<file path="src/rtl/phy_cmd_pkg.sv">
// ##########################################################
// DDR3 PHY command path types, widths and reset slot value
// ##########################################################
package phy_cmd_pkg;

    localparam int addr_bits      = 15;  // row/column address
    localparam int bank_bits      = 3;   // bank address
    localparam int rcw_bits       = 3;   // ras, cas, we
    localparam int cmd_pause_bits = 10;  // pause length lives in low addr bits on NOP
    localparam int cmd_done_bit   = 10;  // addr bit flagging end of sequence on NOP
    localparam int slot_bits      = 8;   // tri/dqs bits per mclk, two lanes of four
    localparam int half_bits      = 4;   // one tri pattern half

    // sequencer command word listed from the msb
    typedef struct packed {
        logic [addr_bits-1:0] addr;        // also pause length / done flag on NOP
        logic [bank_bits-1:0] bank;
        logic [rcw_bits-1:0]  rcw;         // active high ras/cas/we, 0 = NOP
        logic                 odt;
        logic                 cke_dis;     // xor-ed with ddr_cke
        logic                 sel;         // lane 1 when set
        logic                 dq_en;
        logic                 dqs_en;
        logic                 dqs_toggle;  // drive dqs pattern
        logic                 dci_en;
        logic                 buf_wr;      // external buffer strobes
        logic                 buf_rd;
        logic                 add_pause;   // reported back to sequencer
        logic                 buf_rst;
    } cmd_word_t;

    // control bits replayed under add_pause
    typedef struct packed {
        logic odt;
        logic cke_dis;
        logic sel;
        logic dq_en;
        logic dqs_en;
        logic dqs_toggle;
        logic dci_en;
        logic buf_wr;
        logic buf_rd;
        logic buf_rst;
    } cmd_extra_t;

    // static i/o timing patterns
    typedef struct packed {
        logic [slot_bits-1:0] dqs_pattern;  // usually 8'h55
        logic [half_bits-1:0] dq_tri_on;    // first word when enabling dq
        logic [half_bits-1:0] dq_tri_off;   // first word after disabling dq
        logic [half_bits-1:0] dqs_tri_on;
        logic [half_bits-1:0] dqs_tri_off;
    } io_pattern_t;

    // registered slot for the serializer with lane 1 in the upper half
    typedef struct packed {
        logic [2*addr_bits-1:0] addr;
        logic [2*bank_bits-1:0] bank;
        logic [1:0]             ras_n;        // indexed by lane
        logic [1:0]             cas_n;
        logic [1:0]             we_n;
        logic [1:0]             cke;
        logic [1:0]             odt;
        logic [slot_bits-1:0]   dq_tri;       // 1 = tristate
        logic [slot_bits-1:0]   dqs_tri;
        logic [slot_bits-1:0]   dqs_data;
        logic                   dci_dis_dq;
        logic                   dci_dis_dqs;
        logic                   buf_wr;
        logic                   buf_rd;
        logic                   buf_rst;
    } phy_slot_t;

    // NOP on both lanes and outputs off while in reset
    localparam phy_slot_t slot_reset = '{
        addr:        '0,
        bank:        '0,
        ras_n:       2'b11,
        cas_n:       2'b11,
        we_n:        2'b11,
        cke:         2'b00,
        odt:         2'b00,
        dq_tri:      '1,
        dqs_tri:     '1,
        dqs_data:    '1,
        dci_dis_dq:  1'b1,
        dci_dis_dqs: 1'b1,
        buf_wr:      1'b0,
        buf_rd:      1'b0,
        buf_rst:     1'b0
    };

endpackage
</file>
<file path="src/rtl/phy_cmd_top.sv">
// ##########################################################
// DDR3 PHY command path top with field hold and slot encoder
// ##########################################################
`timescale 1ns/1ns

module phy_cmd_top import phy_cmd_pkg::*; (
    input  logic                      mclk,
    input  logic                      rst_in,
    input  cmd_word_t                 cmd_word,           // one word every mclk
    input  logic                      add_pause,          // sequencer inserted pause
    input  logic                      ddr_cke,            // cke polarity, xor-ed with cke_dis
    input  io_pattern_t               patterns,           // static
    output phy_slot_t                 slot,               // to serializer, 1 cycle later
    output logic                      phy_cmd_nop,
    output logic                      phy_cmd_add_pause,
    output logic                      sequence_done,
    output logic [cmd_pause_bits-1:0] pause_len
);

    logic [addr_bits-1:0] cur_addr;   // quiet address, held over NOPs
    logic [bank_bits-1:0] cur_bank;
    logic [rcw_bits-1:0]  cur_rcw;    // zeroed under add_pause
    cmd_extra_t           cur_extra;

    cmd_field_hold hold0 (
        .mclk              (mclk),
        .rst_in            (rst_in),
        .cmd_word          (cmd_word),
        .add_pause         (add_pause),
        .cur_addr          (cur_addr),
        .cur_bank          (cur_bank),
        .cur_rcw           (cur_rcw),
        .cur_extra         (cur_extra),
        .phy_cmd_nop       (phy_cmd_nop),
        .phy_cmd_add_pause (phy_cmd_add_pause),
        .sequence_done     (sequence_done),
        .pause_len         (pause_len)
    );

    cmd_slot_encoder enc0 (
        .mclk      (mclk),
        .rst_in    (rst_in),
        .cur_addr  (cur_addr),
        .cur_bank  (cur_bank),
        .cur_rcw   (cur_rcw),
        .cur_extra (cur_extra),
        .ddr_cke   (ddr_cke),
        .patterns  (patterns),
        .slot      (slot)
    );

endmodule

</file>
<file path="src/rtl/cmd_slot_encoder.sv">
// ##########################################################
// two-lane half-cycle slot expansion and output register
// ##########################################################
`timescale 1ns/1ns

module cmd_slot_encoder import phy_cmd_pkg::*; (
    input  logic                 mclk,
    input  logic                 rst_in,
    input  logic [addr_bits-1:0] cur_addr,
    input  logic [bank_bits-1:0] cur_bank,
    input  logic [rcw_bits-1:0]  cur_rcw,    // active high, 0 = NOP
    input  cmd_extra_t           cur_extra,
    input  logic                 ddr_cke,    // global cke polarity
    input  io_pattern_t          patterns,
    output phy_slot_t            slot
);

    logic [rcw_bits-1:0]    rcw_n;       // active low command
    logic [rcw_bits-1:0]    lane1_rcw;
    logic [rcw_bits-1:0]    lane0_rcw;
    logic                   cke_bit;
    logic [2*addr_bits-1:0] addr_q;
    logic [2*bank_bits-1:0] bank_q;
    logic [1:0]             ras_n_q;
    logic [1:0]             cas_n_q;
    logic [1:0]             we_n_q;
    logic [1:0]             cke_q;
    logic [1:0]             odt_q;
    logic [slot_bits-1:0]   dqs_data_q;
    logic                   dci_dq_q;
    logic                   dci_dqs_q;
    logic                   buf_wr_q;
    logic                   buf_rd_q;
    logic                   buf_rst_q;
    logic [slot_bits-1:0]   dq_tri_w;    // from sequencers, already registered
    logic [slot_bits-1:0]   dqs_tri_w;

    assign rcw_n     = ~cur_rcw;
    assign lane1_rcw = cur_extra.sel ? rcw_n : '1;  // other lane idles as NOP
    assign lane0_rcw = cur_extra.sel ? '1 : rcw_n;
    assign cke_bit   = ~(cur_extra.cke_dis ^ ddr_cke);

    always_ff @(posedge mclk or posedge rst_in) begin
        if (rst_in) begin
            addr_q     <= slot_reset.addr;
            bank_q     <= slot_reset.bank;
            ras_n_q    <= slot_reset.ras_n;
            cas_n_q    <= slot_reset.cas_n;
            we_n_q     <= slot_reset.we_n;
            cke_q      <= slot_reset.cke;
            odt_q      <= slot_reset.odt;
            dqs_data_q <= slot_reset.dqs_data;
            dci_dq_q   <= slot_reset.dci_dis_dq;
            dci_dqs_q  <= slot_reset.dci_dis_dqs;
            buf_wr_q   <= slot_reset.buf_wr;
            buf_rd_q   <= slot_reset.buf_rd;
            buf_rst_q  <= slot_reset.buf_rst;
        end else begin
            addr_q     <= {cur_addr, cur_addr};        // same address both lanes
            bank_q     <= {cur_bank, cur_bank};
            ras_n_q    <= {lane1_rcw[2], lane0_rcw[2]};
            cas_n_q    <= {lane1_rcw[1], lane0_rcw[1]};
            we_n_q     <= {lane1_rcw[0], lane0_rcw[0]};
            cke_q      <= {2{cke_bit}};
            odt_q      <= {2{cur_extra.odt}};
            dqs_data_q <= cur_extra.dqs_toggle ? patterns.dqs_pattern : '1;
            dci_dq_q   <= ~cur_extra.dci_en;
            dci_dqs_q  <= ~cur_extra.dci_en | cur_extra.odt;  // write leveling keeps dqs dci off
            buf_wr_q   <= cur_extra.buf_wr;
            buf_rd_q   <= cur_extra.buf_rd;
            buf_rst_q  <= cur_extra.buf_rst;
        end
    end

    tri_sequencer dq_seq0 (
        .mclk        (mclk),
        .rst_in      (rst_in),
        .tri_in      (~cur_extra.dq_en),
        .on_pattern  (patterns.dq_tri_on),
        .off_pattern (patterns.dq_tri_off),
        .tri_word    (dq_tri_w)
    );

    tri_sequencer dqs_seq0 (
        .mclk        (mclk),
        .rst_in      (rst_in),
        .tri_in      (~cur_extra.dqs_en),
        .on_pattern  (patterns.dqs_tri_on),
        .off_pattern (patterns.dqs_tri_off),
        .tri_word    (dqs_tri_w)
    );

    assign slot = '{
        addr:        addr_q,
        bank:        bank_q,
        ras_n:       ras_n_q,
        cas_n:       cas_n_q,
        we_n:        we_n_q,
        cke:         cke_q,
        odt:         odt_q,
        dq_tri:      dq_tri_w,
        dqs_tri:     dqs_tri_w,
        dqs_data:    dqs_data_q,
        dci_dis_dq:  dci_dq_q,
        dci_dis_dqs: dci_dqs_q,
        buf_wr:      buf_wr_q,
        buf_rd:      buf_rd_q,
        buf_rst:     buf_rst_q
    };

    // never two real commands in one mclk
    a_one_lane_cmd: assert property (@(posedge mclk) disable iff (rst_in)
        !(({slot.ras_n[1], slot.cas_n[1], slot.we_n[1]} != 3'b111) &&
          ({slot.ras_n[0], slot.cas_n[0], slot.we_n[0]} != 3'b111)));

endmodule

</file>
<file path="src/rtl/cmd_field_hold.sv">
// ##########################################################
// NOP/pause field selection, held fields, sequencer status
// ##########################################################
`timescale 1ns/1ns

module cmd_field_hold import phy_cmd_pkg::*; (
    input  logic                      mclk,
    input  logic                      rst_in,
    input  cmd_word_t                 cmd_word,
    input  logic                      add_pause,          // repeat last controls with NOP
    output logic [addr_bits-1:0]      cur_addr,
    output logic [bank_bits-1:0]      cur_bank,
    output logic [rcw_bits-1:0]       cur_rcw,
    output cmd_extra_t                cur_extra,
    output logic                      phy_cmd_nop,
    output logic                      phy_cmd_add_pause,
    output logic                      sequence_done,
    output logic [cmd_pause_bits-1:0] pause_len
);

    logic [addr_bits-1:0] addr_hold;   // last non-NOP address
    logic [bank_bits-1:0] bank_hold;
    cmd_extra_t           extra_hold;  // last non-NOP controls
    cmd_extra_t           word_extra;
    logic                 use_hold;    // keep addr/bank quiet
    logic                 done_flag;

    assign word_extra = '{
        odt:        cmd_word.odt,
        cke_dis:    cmd_word.cke_dis,
        sel:        cmd_word.sel,
        dq_en:      cmd_word.dq_en,
        dqs_en:     cmd_word.dqs_en,
        dqs_toggle: cmd_word.dqs_toggle,
        dci_en:     cmd_word.dci_en,
        buf_wr:     cmd_word.buf_wr,
        buf_rd:     cmd_word.buf_rd,
        buf_rst:    cmd_word.buf_rst
    };

    assign phy_cmd_nop       = (cmd_word.rcw == '0) && !add_pause;  // inserted NOP not counted
    assign phy_cmd_add_pause = cmd_word.add_pause;                  // word asks for one pause
    assign use_hold          = phy_cmd_nop || add_pause;

    assign cur_addr  = use_hold ? addr_hold : cmd_word.addr;
    assign cur_bank  = use_hold ? bank_hold : cmd_word.bank;
    assign cur_rcw   = add_pause ? '0 : cmd_word.rcw;              // replay as NOP
    assign cur_extra = add_pause ? extra_hold : word_extra;

    assign done_flag     = cmd_word.addr[cmd_done_bit];
    assign sequence_done = phy_cmd_nop && done_flag;
    assign pause_len     = done_flag ? '0 : cmd_word.addr[cmd_pause_bits-1:0];  // no pause with done

    always_ff @(posedge mclk or posedge rst_in) begin
        if (rst_in) begin
            addr_hold  <= '0;
            bank_hold  <= '0;
            extra_hold <= '0;
        end else if (!phy_cmd_nop) begin  // pause cycles load too
            addr_hold  <= cmd_word.addr;
            bank_hold  <= cmd_word.bank;
            extra_hold <= word_extra;
        end
    end

    // done must never come with a pending pause
    a_done_no_pause: assert property (@(posedge mclk) disable iff (rst_in)
        sequence_done |-> pause_len == '0);

endmodule

</file>
<file path="src/rtl/tri_sequencer.sv">
// ##########################################################
// tristate edge sequencer for one DQ or DQS group
// ##########################################################
`timescale 1ns/1ns

module tri_sequencer import phy_cmd_pkg::*; (
    input  logic                 mclk,
    input  logic                 rst_in,
    input  logic                 tri_in,       // 1 = tristate requested
    input  logic [half_bits-1:0] on_pattern,   // tri bits on enable edge
    input  logic [half_bits-1:0] off_pattern,  // tri bits on disable edge
    output logic [slot_bits-1:0] tri_word      // per-slot tri word
);

    logic                 tri_prev;   // request from last cycle
    logic [slot_bits-1:0] tri_next;

    // steady state replicates and an edge plays its pattern in both lanes
    always_comb begin
        if (tri_prev == tri_in) begin
            tri_next = {slot_bits{tri_in}};
        end else if (tri_prev) begin
            tri_next = {on_pattern, on_pattern};    // tristate -> driving
        end else begin
            tri_next = {off_pattern, off_pattern};  // driving -> tristate
        end
    end

    always_ff @(posedge mclk or posedge rst_in) begin
        if (rst_in) begin
            tri_prev <= 1'b1;               // lines start released
            tri_word <= {slot_bits{1'b1}};
        end else begin
            tri_prev <= tri_in;
            tri_word <= tri_next;
        end
    end

endmodule

</file>
<file path="config.mk">
export PLATFORM = sky130hd
export DESIGN_NAME = phy_cmd_top
export DESIGN_NICKNAME = d
export VERILOG_FILES = /design/src/rtl/phy_cmd_pkg.sv /design/src/rtl/phy_cmd_top.sv /design/src/rtl/cmd_slot_encoder.sv /design/src/rtl/cmd_field_hold.sv /design/src/rtl/tri_sequencer.sv
export SDC_FILE = /design/constraint.sdc
export NUM_CORES = 1
export LEC_CHECK = 0
export ABC_AREA = 1
export BUFFER_PORTS_ARGS = -buffer_cell sky130_fd_sc_hd__buf_4
export CORE_MARGIN = 8
export CORE_UTILIZATION = 43
export DETAILED_ROUTE_END_ITERATION = 10
export GPL_ROUTABILITY_DRIVEN = 0
export PLACE_DENSITY = 0.76
export SLEW_MARGIN = 40
export SYNTH_ARGS = -nofsm -noshare
export SYNTH_HDL_FRONTEND = slang
export SYNTH_SLANG_ARGS = --single-unit
</file>
<file path="constraint.sdc">
create_clock -name mclk -period 2 [get_ports mclk]
set_input_delay 0.1 -clock mclk [delete_from_list [all_inputs] [get_ports mclk]]
set_output_delay 0.1 -clock mclk [all_outputs]
set_load 0.01 [all_outputs]
</file>
==> results.py, run 1 <==
metrics = {
    "global_routing": {
        "grt_pass1_wl_um": 15700,
        "antenna_found_initial": 0,
        "grt_max_degree": 77,
        "grt.overflow.total": 0,
        "grt_pass1_vias": 3245,
        "grt_usage_pct": 17.3,
    },
    "clock_tree": {
        "clk_path_buf_depth": 2,
        "htreeDepth": 3,
        "clk_latency_ns": 0.35,
        "clkSinkCount": 76,
        "postCtsSetupBuffers": 0,
        "cts_tree": "built",
        "clockRootBuffer": "clkbuf_8",
        "cts_inserted_buffers": 9,
        "cts.clk_slew.worst_paths_ns": 0.09,
    },
    "finish": {
        "insertedDiodeCount": 0,
        "synthToLayoutAreaGrowth_pct": 47.0,
        "nets": 600,
        "drive_above_1_share_pct": 36.5,
        "finalInstanceArea_sq_um": 5040,
    },
    "setup_path": {
        "crit_slowest_cell": "dlygate4sd3_1",
        "crit_top_cell": "dlygate4sd3_1",
        "crit_path_end_kind": "flip-flop",
        "reg2reg_from": "hold0.extra_hold[5]",
        "critPathTopFamily": "buffers and inverters",
        "cp_data_arrival_time_ns": 2.04,
        "path_class": "in -> reg",
        "crit_chain": "dlygate4sd3_1, buf_4, inv_1, o21ai_0, a21oi_1, dlygate4sd3_1",
        "worstPathMaxFanout": 5,
        "start_kind": "input port",
        "worstSetupStartpoint": "cmd_word[6]",
        "critPathBufInv": 4,
        "cp.required_ns": 2.28,
        "cpPeakStageDelay_ns": 0.60,
    },
    "floorplan": {
        "fp.dieH_um": 105,
        "die_w_um": 105,
        "start_util_pct": 44.4,
        "rows": 32,
        "core_area_sq_um": 7730,
        "die_area_sq_um": 11100,
        "ioPinCount": 148,
    },
    "timing": {
        "setup_slack_ns": 0.242,
        "layout_min_cycle_time_ns": 1.76,
        "hold_violations": 0,
        "fmax_ghz": 0.569,
        "skew_ns": 0.00675,
        "holdWs_ns": 0.0559,
        "finalCritPeriodShare_pct": 87.9,
        "slew_viol_final": 0,
        "tns_ns": 0,
        "rsz0062_at_grt": "no",
        "relSlewSlack_pct": 56.9,
        "worst_slew_pin_slew_ns": 0.640,
        "setup_viol": 0,
    },
    "yosys": {
        "yosys.area.top_type": "dfrtp_1",
        "synth_fp_nets": 437,
        "synth_seq_cells": 76,
        "synthTopCellsByArea": "dfrtp_1, dfstp_2, nand2_1",
        "synth_top_area_share_pct": 36.5,
        "syn_area_sq_um": 3430,
        "syn_inst": 377,
        "ys_warn_count": 0,
        "avgSynthCellArea_sq_um": 9.10,
        "yosysSeqAreaShare_pct": 56.4,
        "ys_types": 20,
    },
    "place": {
        "hpwl_um": 6300,
        "dp_worst_setup_slack_ns": 0.677,
        "place_area_sq_um": 4280,
        "io_buffers": 145,
    },
    "route": {
        "drc_errors": 0,
        "routedWlPerCell_um": 14.5,
        "drtAntennaViolNets": 0,
        "routed_wirelength_um": 9380,
        "drt_iter0_drc": 159,
        "first_pass_iters": 4,
        "vias": 3050,
        "viasPerCell": 4.71,
    },
    "power_and_ir_drop": {
        "peakVddDrop_mv": 0.396,
        "powerDensity_nw_per_um2": 723,
        "p_leak_nw": 2.65,
    },
    "status": {
        "status": "complete, no violations",
    },
    "job": {
        "maxCapViolCount": 0,
    },
    "min_path": {
        "min_path_type": "in -> reg",
        "hold_path_startpoint": "cmd_word[27]",
    },
}
==> synth_stat cells, drive strengths merged <==
cell and instances:
or2 1, dfrtp 50, buf 51, nand2 129, nor2 20, a21oi 8
dfstp 26, nand4 27, inv 31, nand3b 1, o21ai 4, nand3 25
clkbuf 4
==> cell type report <==
class / instances / area, sq um
clock buffer: 9 / 124
tap: 102 / 128
sequential: 76 / 1930
clock inverter: 7 / 66.3
inverter: 31 / 116
fill: 608 / 2680
timing repair buffer: 207 / 1720
multi-input combinational: 215 / 955
==> worst reg2reg max path, cell delays in order, from the launching register on <==
cell and delay [ns]:
dfrtp_1 0.39, nand2_1 0.06, o21ai_0 0.23, a21oi_1 0.23, dlygate4sd3_1 0.58
==> per-stage QoR <==
step                power (mW)  utilization (%)  std cells
finish                    3.65             65.3        647
CTS                       3.69             65.2        647
detailed placement        2.45             55.4        574
floorplan                 2.16                -        377
global route              3.84             65.3        647
global placement          2.43             55.4        574
==> routing by layer <==
| layer | share of wire [%] | GRT usage, % | vias up |
|---|---|---|---|
| li1 | - | - | 1477 |
| met1 | 38 | 19.0 | 1450 |
| met2 | 54 | 30.3 | 104 |
| met3 | 6.1 | 4.63 | 19 |
| met4 | 2.4 | 8.36 | 0 |
| met5 | 0 | 0 | - |
==> cells in the final DEF (no fill, tap or decap) <==
cell,synthesis,routed
clkbuf_8,3,9
inv_8,0,2
clkinv_4,0,2
o21ai_0,4,4
nand3_1,25,24
nor2_1,19,19
dfrtp_1,50,50
inv_2,1,2
buf_4,38,148
nand3_2,0,1
nand2_1,127,127
nand2_4,2,2
nand3b_1,1,1
nand4_1,27,27
a21oi_1,8,8
or2_2,1,1
dfstp_2,26,26
dlygate4sd3_1,0,57
inv_1,30,29
inv_6,0,3
buf_12,0,2
nor2_4,1,1
==> final timing paths <==
path / endpoint / slack [ns] / depth (start not counted)
max: enc0.dqs_seq0.tri_word[6] / 0.24 / 6
min: hold0.addr_hold[10] / 0.06 / 3
max reg2reg: enc0.dqs_seq0.tri_word[6] / 0.45 / 4
min reg2reg: enc0.addr_q[15] / 0.47 / 2
max in group asynchronous: enc0.dqs_seq0.tri_word[4] / 1.26 / 4
min in group asynchronous: enc0.addr_q[27] / 0.40 / 4
==> state kept, by name (all words and copies together), names as in the netlist, 2 cells and up <==
| register | cells |
|---|---|
| enc0.addr_q | 15 |
| enc0.bank_q | 3 |
| enc0.cas_n_q | 2 |
| enc0.dq_seq0.tri_word | 4 |
| enc0.dqs_data_q | 8 |
| enc0.dqs_seq0.tri_word | 4 |
| enc0.ras_n_q | 2 |
| enc0.we_n_q | 2 |
| hold0.addr_hold | 15 |
| hold0.bank_hold | 3 |
| hold0.extra_hold | 9 |
==> timing repair <==
action,4_1_cts,5_1_grt
hold buffers,57,0
setup endpoints to repair,0,1
hold endpoints to repair,118,0
resized for setup,0,1
==> logic make-up after synthesis <==
group,synth area share [%]
flip-flops,56.4
buffers and inverters,15.9
AO/OA/AOI/OAI,1.75
AND/OR/NAND/NOR,25.9
==> power by group <==
group	leakage (nW)	internal, mW	switching, mW
clock network	0.0986	0.485	0.639
logic	1.69	0.407	0.363
registers	0.866	1.68	0.0674
(Power assumes the default switching activity.)
==> run 2, diff against run 1 <==
CORE_ASPECT_RATIO = 0.9   (was not set)
==> run 2 against run 1 <==
Against the previous run:
- combinational power is essentially flat
- wire length shrank 2.1%
- sequential share of layout area shrank 0.095 points
- worst hold slack gained 0.017 ns
- global-route usage shrank 0.48 points
- critical path depth grew 1
- critical path type is now in -> out
- highest routed layer unchanged
==> results.py, run 2 (same netlist as run 1, synthesis figures left out) <==
metrics = {
    "power_and_ir_drop": {
        "seqPwrFrac_pct": 46.3,
        "switchingPower_mw": 0.979,
        "switching_share_pct": 26.0,
        "clkPwrFrac_pct": 33.3,
        "pwr-share-comb_pct": 20.4,
        "peakVddDrop_mv": 0.454,
        "p_total_mw": 3.77,
        "p_leak_nw": 2.65,
        "internal_power_mw": 2.79,
        "powerDensity_nw_per_um2": 746,
    },
    "clock_tree": {
        "clockRootBuffer": "clkbuf_8",
        "clk_latency_ns": 0.34,
        "clk_path_buf_depth": 2,
        "clkSinkCount": 76,
        "cts.clk_slew.worst_paths_ns": 0.08,
        "cts_resized": 0,
        "cts_tree": "built",
        "htreeDepth": 3,
        "postCtsSetupBuffers": 0,
        "cts_inserted_buffers": 9,
    },
    "setup_path": {
        "start_kind": "input port",
        "cp_data_arrival_time_ns": 1.72,
        "regToRegSetupSlack_ns": 0.45,
        "crit_path_end_kind": "output pin",
        "worstPathMaxFanout": 29,
        "cp.required_ns": 1.90,
        "path_class": "in -> out",
        "ff2ff_path_depth": 4,
        "r2r_end": "enc0.dqs_seq0.tri_word[5]",
        "reg2reg_from": "hold0.extra_hold[5]",
    },
    "global_routing": {
        "grt.overflow.total": 0,
        "grt_max_degree": 77,
        "grt_usage_pct": 16.8,
        "grt_pass1_wl_um": 14600,
        "antenna_found_initial": 0,
        "grt_pass1_vias": 3081,
    },
    "timing": {
        "tns_ns": 0,
        "setup_viol": 0,
        "skew_ns": 0.00681,
        "holdWs_ns": 0.0728,
        "rsz0062_at_grt": "no",
        "layout_min_cycle_time_ns": 1.82,
        "fmax_ghz": 0.550,
        "hold_violations": 0,
        "finalCritPeriodShare_pct": 90.9,
        "relSlewSlack_pct": 54.3,
        "setup_slack_ns": 0.181,
        "worst_slew_pin_slew_ns": 0.678,
        "slew_viol_final": 0,
    },
    "finish": {
        "final_cell_mix": "buf_4, nand2_1, dlygate4sd3_1",
        "nets": 601,
        "largestRegisters": "enc0.addr_q (15), hold0.addr_hold (15), hold0.extra_hold (9)",
        "final_common_cell": "buf_4",
        "insertedDiodeCount": 0,
        "fillers": 632,
        "drive_above_1_share_pct": 36.3,
        "synthToLayoutAreaGrowth_pct": 47.4,
        "instances_no_fill": 645,
    },
    "min_path": {
        "min_path_type": "in -> reg",
        "hold_path_startpoint": "add_pause",
        "hold_end": "enc0.buf_wr_q",
        "min_path_cells": 3,
    },
    "route": {
        "routed_wirelength_um": 9190,
        "viasPerCell": 4.74,
        "first_pass_iters": 4,
        "routedWlPerCell_um": 14.2,
        "vias": 3060,
        "drt_iter0_drc": 137,
        "drc_errors": 0,
        "drtAntennaViolNets": 0,
    },
    "job": {
        "maxCapViolCount": 0,
    },
    "place": {
        "io_buffers": 145,
        "post-place-cells": 572,
        "dp_worst_setup_slack_ns": 0.689,
        "hpwl_um": 6190,
    },
    "floorplan": {
        "ioPinCount": 148,
        "die_area_sq_um": 11100,
        "core_area_sq_um": 7910,
        "start_util_pct": 43.4,
        "die_w_um": 110,
        "rows": 31,
        "fp.dieH_um": 101,
    },
    "status": {
        "status": "complete, no violations",
    },
}
run 2: critical path, cell delays in order:
cell	delay, ns
dlygate4sd3_1	0.53
buf_4	0.14
inv_1	0.29
nand3_1	0.12
buf_4	0.26
nor2_1	0.13
buf_4	0.13
run 2: worst max-delay path by stage:
stage | startpoint | endpoint | slack [ns] | depth (start not counted)
final | cmd_word[13] | sequence_done | 0.18 | 7
after global routing | cmd_word[7] | enc0.dq_seq0.tri_word[6] | 0.05 | 6
after CTS | cmd_word[13] | sequence_done | 0.20 | 7
after detailed placement | add_pause | sequence_done | 0.69 | 6
after global placement | add_pause | sequence_done | 0.71 | 6
after floorplan | rst_in | enc0.addr_q[14] | 0.005 | 1
run 2: final cells by class:
type | count | area [sq um] | share of cell area (%)
Timing Repair Buffer | 208 | 1720 | 33.9
Tap cell | 99 | 124 | 2.45
Clock buffer | 10 | 128 | 2.52
Sequential cell | 76 | 1930 | 38.2
Inverter | 31 | 116 | 2.30
Multi-Input combinational cell | 215 | 950 | 18.8
Clock inverter | 6 | 88.8 | 1.76
run 2: routing by layer:
layer	track usage (%)	vias to the layer above	wire length (um)
met5	0	-	0
met4	5.32	0	126
met1	18.8	1458	3500
met3	6.07	8	844
met2	28.9	119	4720
li1	-	1475	-
run 2: power by group through the flow:
stage          logic (mW)  registers (mW)  clock network (mW)
2_1_floorplan       0.358            1.80                   0
3_3_place_gp        0.660            1.77                   0
3_5_place_dp        0.672            1.78                   0
4_1_cts             0.775            1.75                1.30
5_1_grt             0.840            1.77                1.37
6_report            0.770            1.75                1.25
run 2: timing repair:
action | CTS | global route
hold endpoints to repair | 114 | 0
hold buffers | 57 | 0
setup endpoints to repair | 0 | 0
run 2: stage by stage:
stage	instance area, sq um	util [%]
2_1_floorplan	3430	-
3_3_place_gp	4270	54.0
3_5_place_dp	4270	54.0
4_1_cts	5060	63.9
5_1_grt	5060	63.9
6_report	5060	63.9
==> run 3, diff against run 2 <==
CTS_BUF_LIST = sky130_fd_sc_hd__clkbuf_16   (was not set)
CTS_CLUSTER_DIAMETER = 40   (was not set)
MAX_ROUTING_LAYER = met4   (was not set)
==> run 3 against run 2 <==
Against the previous run:
- critical path depth is the same
- total power rose by 11%
- worst hold slack worse by 0.054 ns
- first-iteration DRC count is 15% lower
- clock power up 35%
- wire length up 0.42%
- sequential share of layout area down 0.31 points
- non-clock buffer count decreased by 6
- register-to-register slack improved by 0.02 ns
- critical path type unchanged
- critical endpoint unchanged
- via count decreased by 0.56%
- highest routed layer unchanged
- maximum frequency increased by 0.25%
==> results.py, run 3 (same netlist as run 1, synthesis figures left out) <==
metrics = {
    "clock_tree": {
        "clk_path_buf_depth": 2,
        "cts.clk_slew.worst_paths_ns": 0.05,
        "clk_latency_ns": 0.32,
        "cts_resized": 0,
        "cts_tree": "built",
        "clkSinkCount": 76,
        "clockRootBuffer": "clkbuf_16",
        "htreeDepth": 3,
        "cts_inserted_buffers": 9,
    },
    "global_routing": {
        "grt.overflow.total": 0,
        "grt_pass1_wl_um": 14600,
        "grt_usage_pct": 17.2,
        "antenna_found_initial": 0,
        "grt_pass1_vias": 3071,
        "grt_max_degree": 77,
    },
    "setup_path": {
        "crit_top_cell": "buf_4",
        "crit_slowest_cell": "dlygate4sd3_1",
        "cp_data_arrival_time_ns": 1.71,
        "crit_path_end_kind": "output pin",
        "crit_chain": "dlygate4sd3_1, buf_4, inv_1, nand3_1, buf_4, nor2_1, buf_4",
        "regToRegSetupSlack_ns": 0.47,
        "cpPeakStageDelay_ns": 0.53,
        "path_class": "in -> out",
        "cp.required_ns": 1.90,
        "ff2ff_path_depth": 4,
        "r2r_end": "enc0.dqs_seq0.tri_word[5]",
        "reg2reg_from": "hold0.extra_hold[5]",
        "worstPathMaxFanout": 29,
        "start_kind": "input port",
    },
    "route": {
        "vias": 3043,
        "viasPerCell": 4.76,
        "first_pass_iters": 4,
        "routedWlPerCell_um": 14.4,
        "drtAntennaViolNets": 0,
        "drc_errors": 0,
        "drt_iter0_drc": 117,
        "routed_wirelength_um": 9230,
    },
    "timing": {
        "slew_viol_final": 0,
        "hold_violations": 0,
        "setup_viol": 0,
        "relSlewSlack_pct": 55.4,
        "worst_slew_pin_slew_ns": 0.661,
        "skew_ns": 0.00313,
        "fmax_ghz": 0.551,
        "finalCritPeriodShare_pct": 90.7,
        "holdWs_ns": 0.0185,
        "tns_ns": 0,
        "layout_min_cycle_time_ns": 1.81,
        "rsz0062_at_grt": "no",
    },
    "finish": {
        "utilization_pct": 64.4,
        "largestRegisters": "enc0.addr_q (15), hold0.addr_hold (15), hold0.extra_hold (9)",
        "synthToLayoutAreaGrowth_pct": 48.6,
        "nets": 595,
        "finalInstanceArea_sq_um": 5100,
        "final_common_cell": "buf_4",
        "insertedDiodeCount": 0,
        "drive_above_1_share_pct": 36.7,
        "final_cell_mix": "buf_4, nand2_1, dlygate4sd3_1",
    },
    "power_and_ir_drop": {
        "p_leak_nw": 2.68,
        "powerDensity_nw_per_um2": 823,
        "p_total_mw": 4.20,
        "peakVddDrop_mv": 0.488,
    },
    "floorplan": {
        "start_util_pct": 43.4,
        "rows": 31,
        "core_area_sq_um": 7910,
        "ioPinCount": 148,
        "die_w_um": 110,
        "fp.dieH_um": 101,
        "die_area_sq_um": 11100,
    },
    "min_path": {
        "min_path_cells": 3,
        "min_path_type": "in -> reg",
        "hold_end": "enc0.dqs_seq0.tri_word[6]",
        "hold_path_startpoint": "patterns[2]",
    },
    "job": {
        "maxCapViolCount": 0,
    },
    "place": {
        "hpwl_um": 6190,
        "place_area_sq_um": 4270,
        "io_buffers": 145,
    },
    "status": {
        "status": "complete, no violations",
    },
}
## run 3: cell types whose count changed in the layout (fill, tap and decap cells not counted), sizes merged
| cell | before | now |
|---|---|---|
| inv | 31 | 32 |
| dlygate4sd3 | 57 | 51 |
| clkbuf | 10 | 9 |
## run 3: worst max-delay path by stage
stage | startpoint | endpoint | cells after the start
floorplan | rst_in | enc0.addr_q[14] | 1
global placement | add_pause | sequence_done | 6
detailed placement | add_pause | sequence_done | 6
CTS | cmd_word[13] | sequence_done | 7
global route | cmd_word[7] | enc0.dq_seq0.tri_word[4] | 6
finish | cmd_word[13] | sequence_done | 7
## run 3: per-stage QoR
stage               cells  worst slack (ns)
CTS                   639             0.198
global placement      572             0.713
finish                639             0.186
global route          639            0.0657
floorplan             377           0.00470
detailed placement    572             0.689
## run 3: repair_timing
action / in CTS / in global routing
setup buffers: 0 / 0
endpoints found under the hold margin: 101 / 0
hold buffers: 51 / 0
## run 3: final cells by class
cell class,count,area (sq um)
inverter,31,116
tap,99,124
clock inverter,7,92.6
multi-input combinational,215,950
fill,631,2810
sequential,76,1930
timing repair buffer,202,1660
clock buffer,9,225
## run 3: per-layer routing
layer	vias up	routed length (um)	track usage, %
met1	1445	3570	19.3
met3	10	763	5.12
met5	-	0	-
met2	122	4740	28.5
li1	1466	-	-
met4	0	157	5.53
## run 3: critical path: cells and delay by family
| family | cells | cell delay [ns] |
|---|---|---|
| AND/OR/NAND/NOR | 2 | 0.25 |
| buffers and inverters | 5 | 1.35 |
## run 3: report_power, final
part | switching [mW] | internal, mW | total [mW]
Sequential | 0.0636 | 1.69 | 1.75
Combinational | 0.361 | 0.391 | 0.752
Clock | 0.606 | 1.09 | 1.69
Total | 1.03 | 3.17 | 4.20
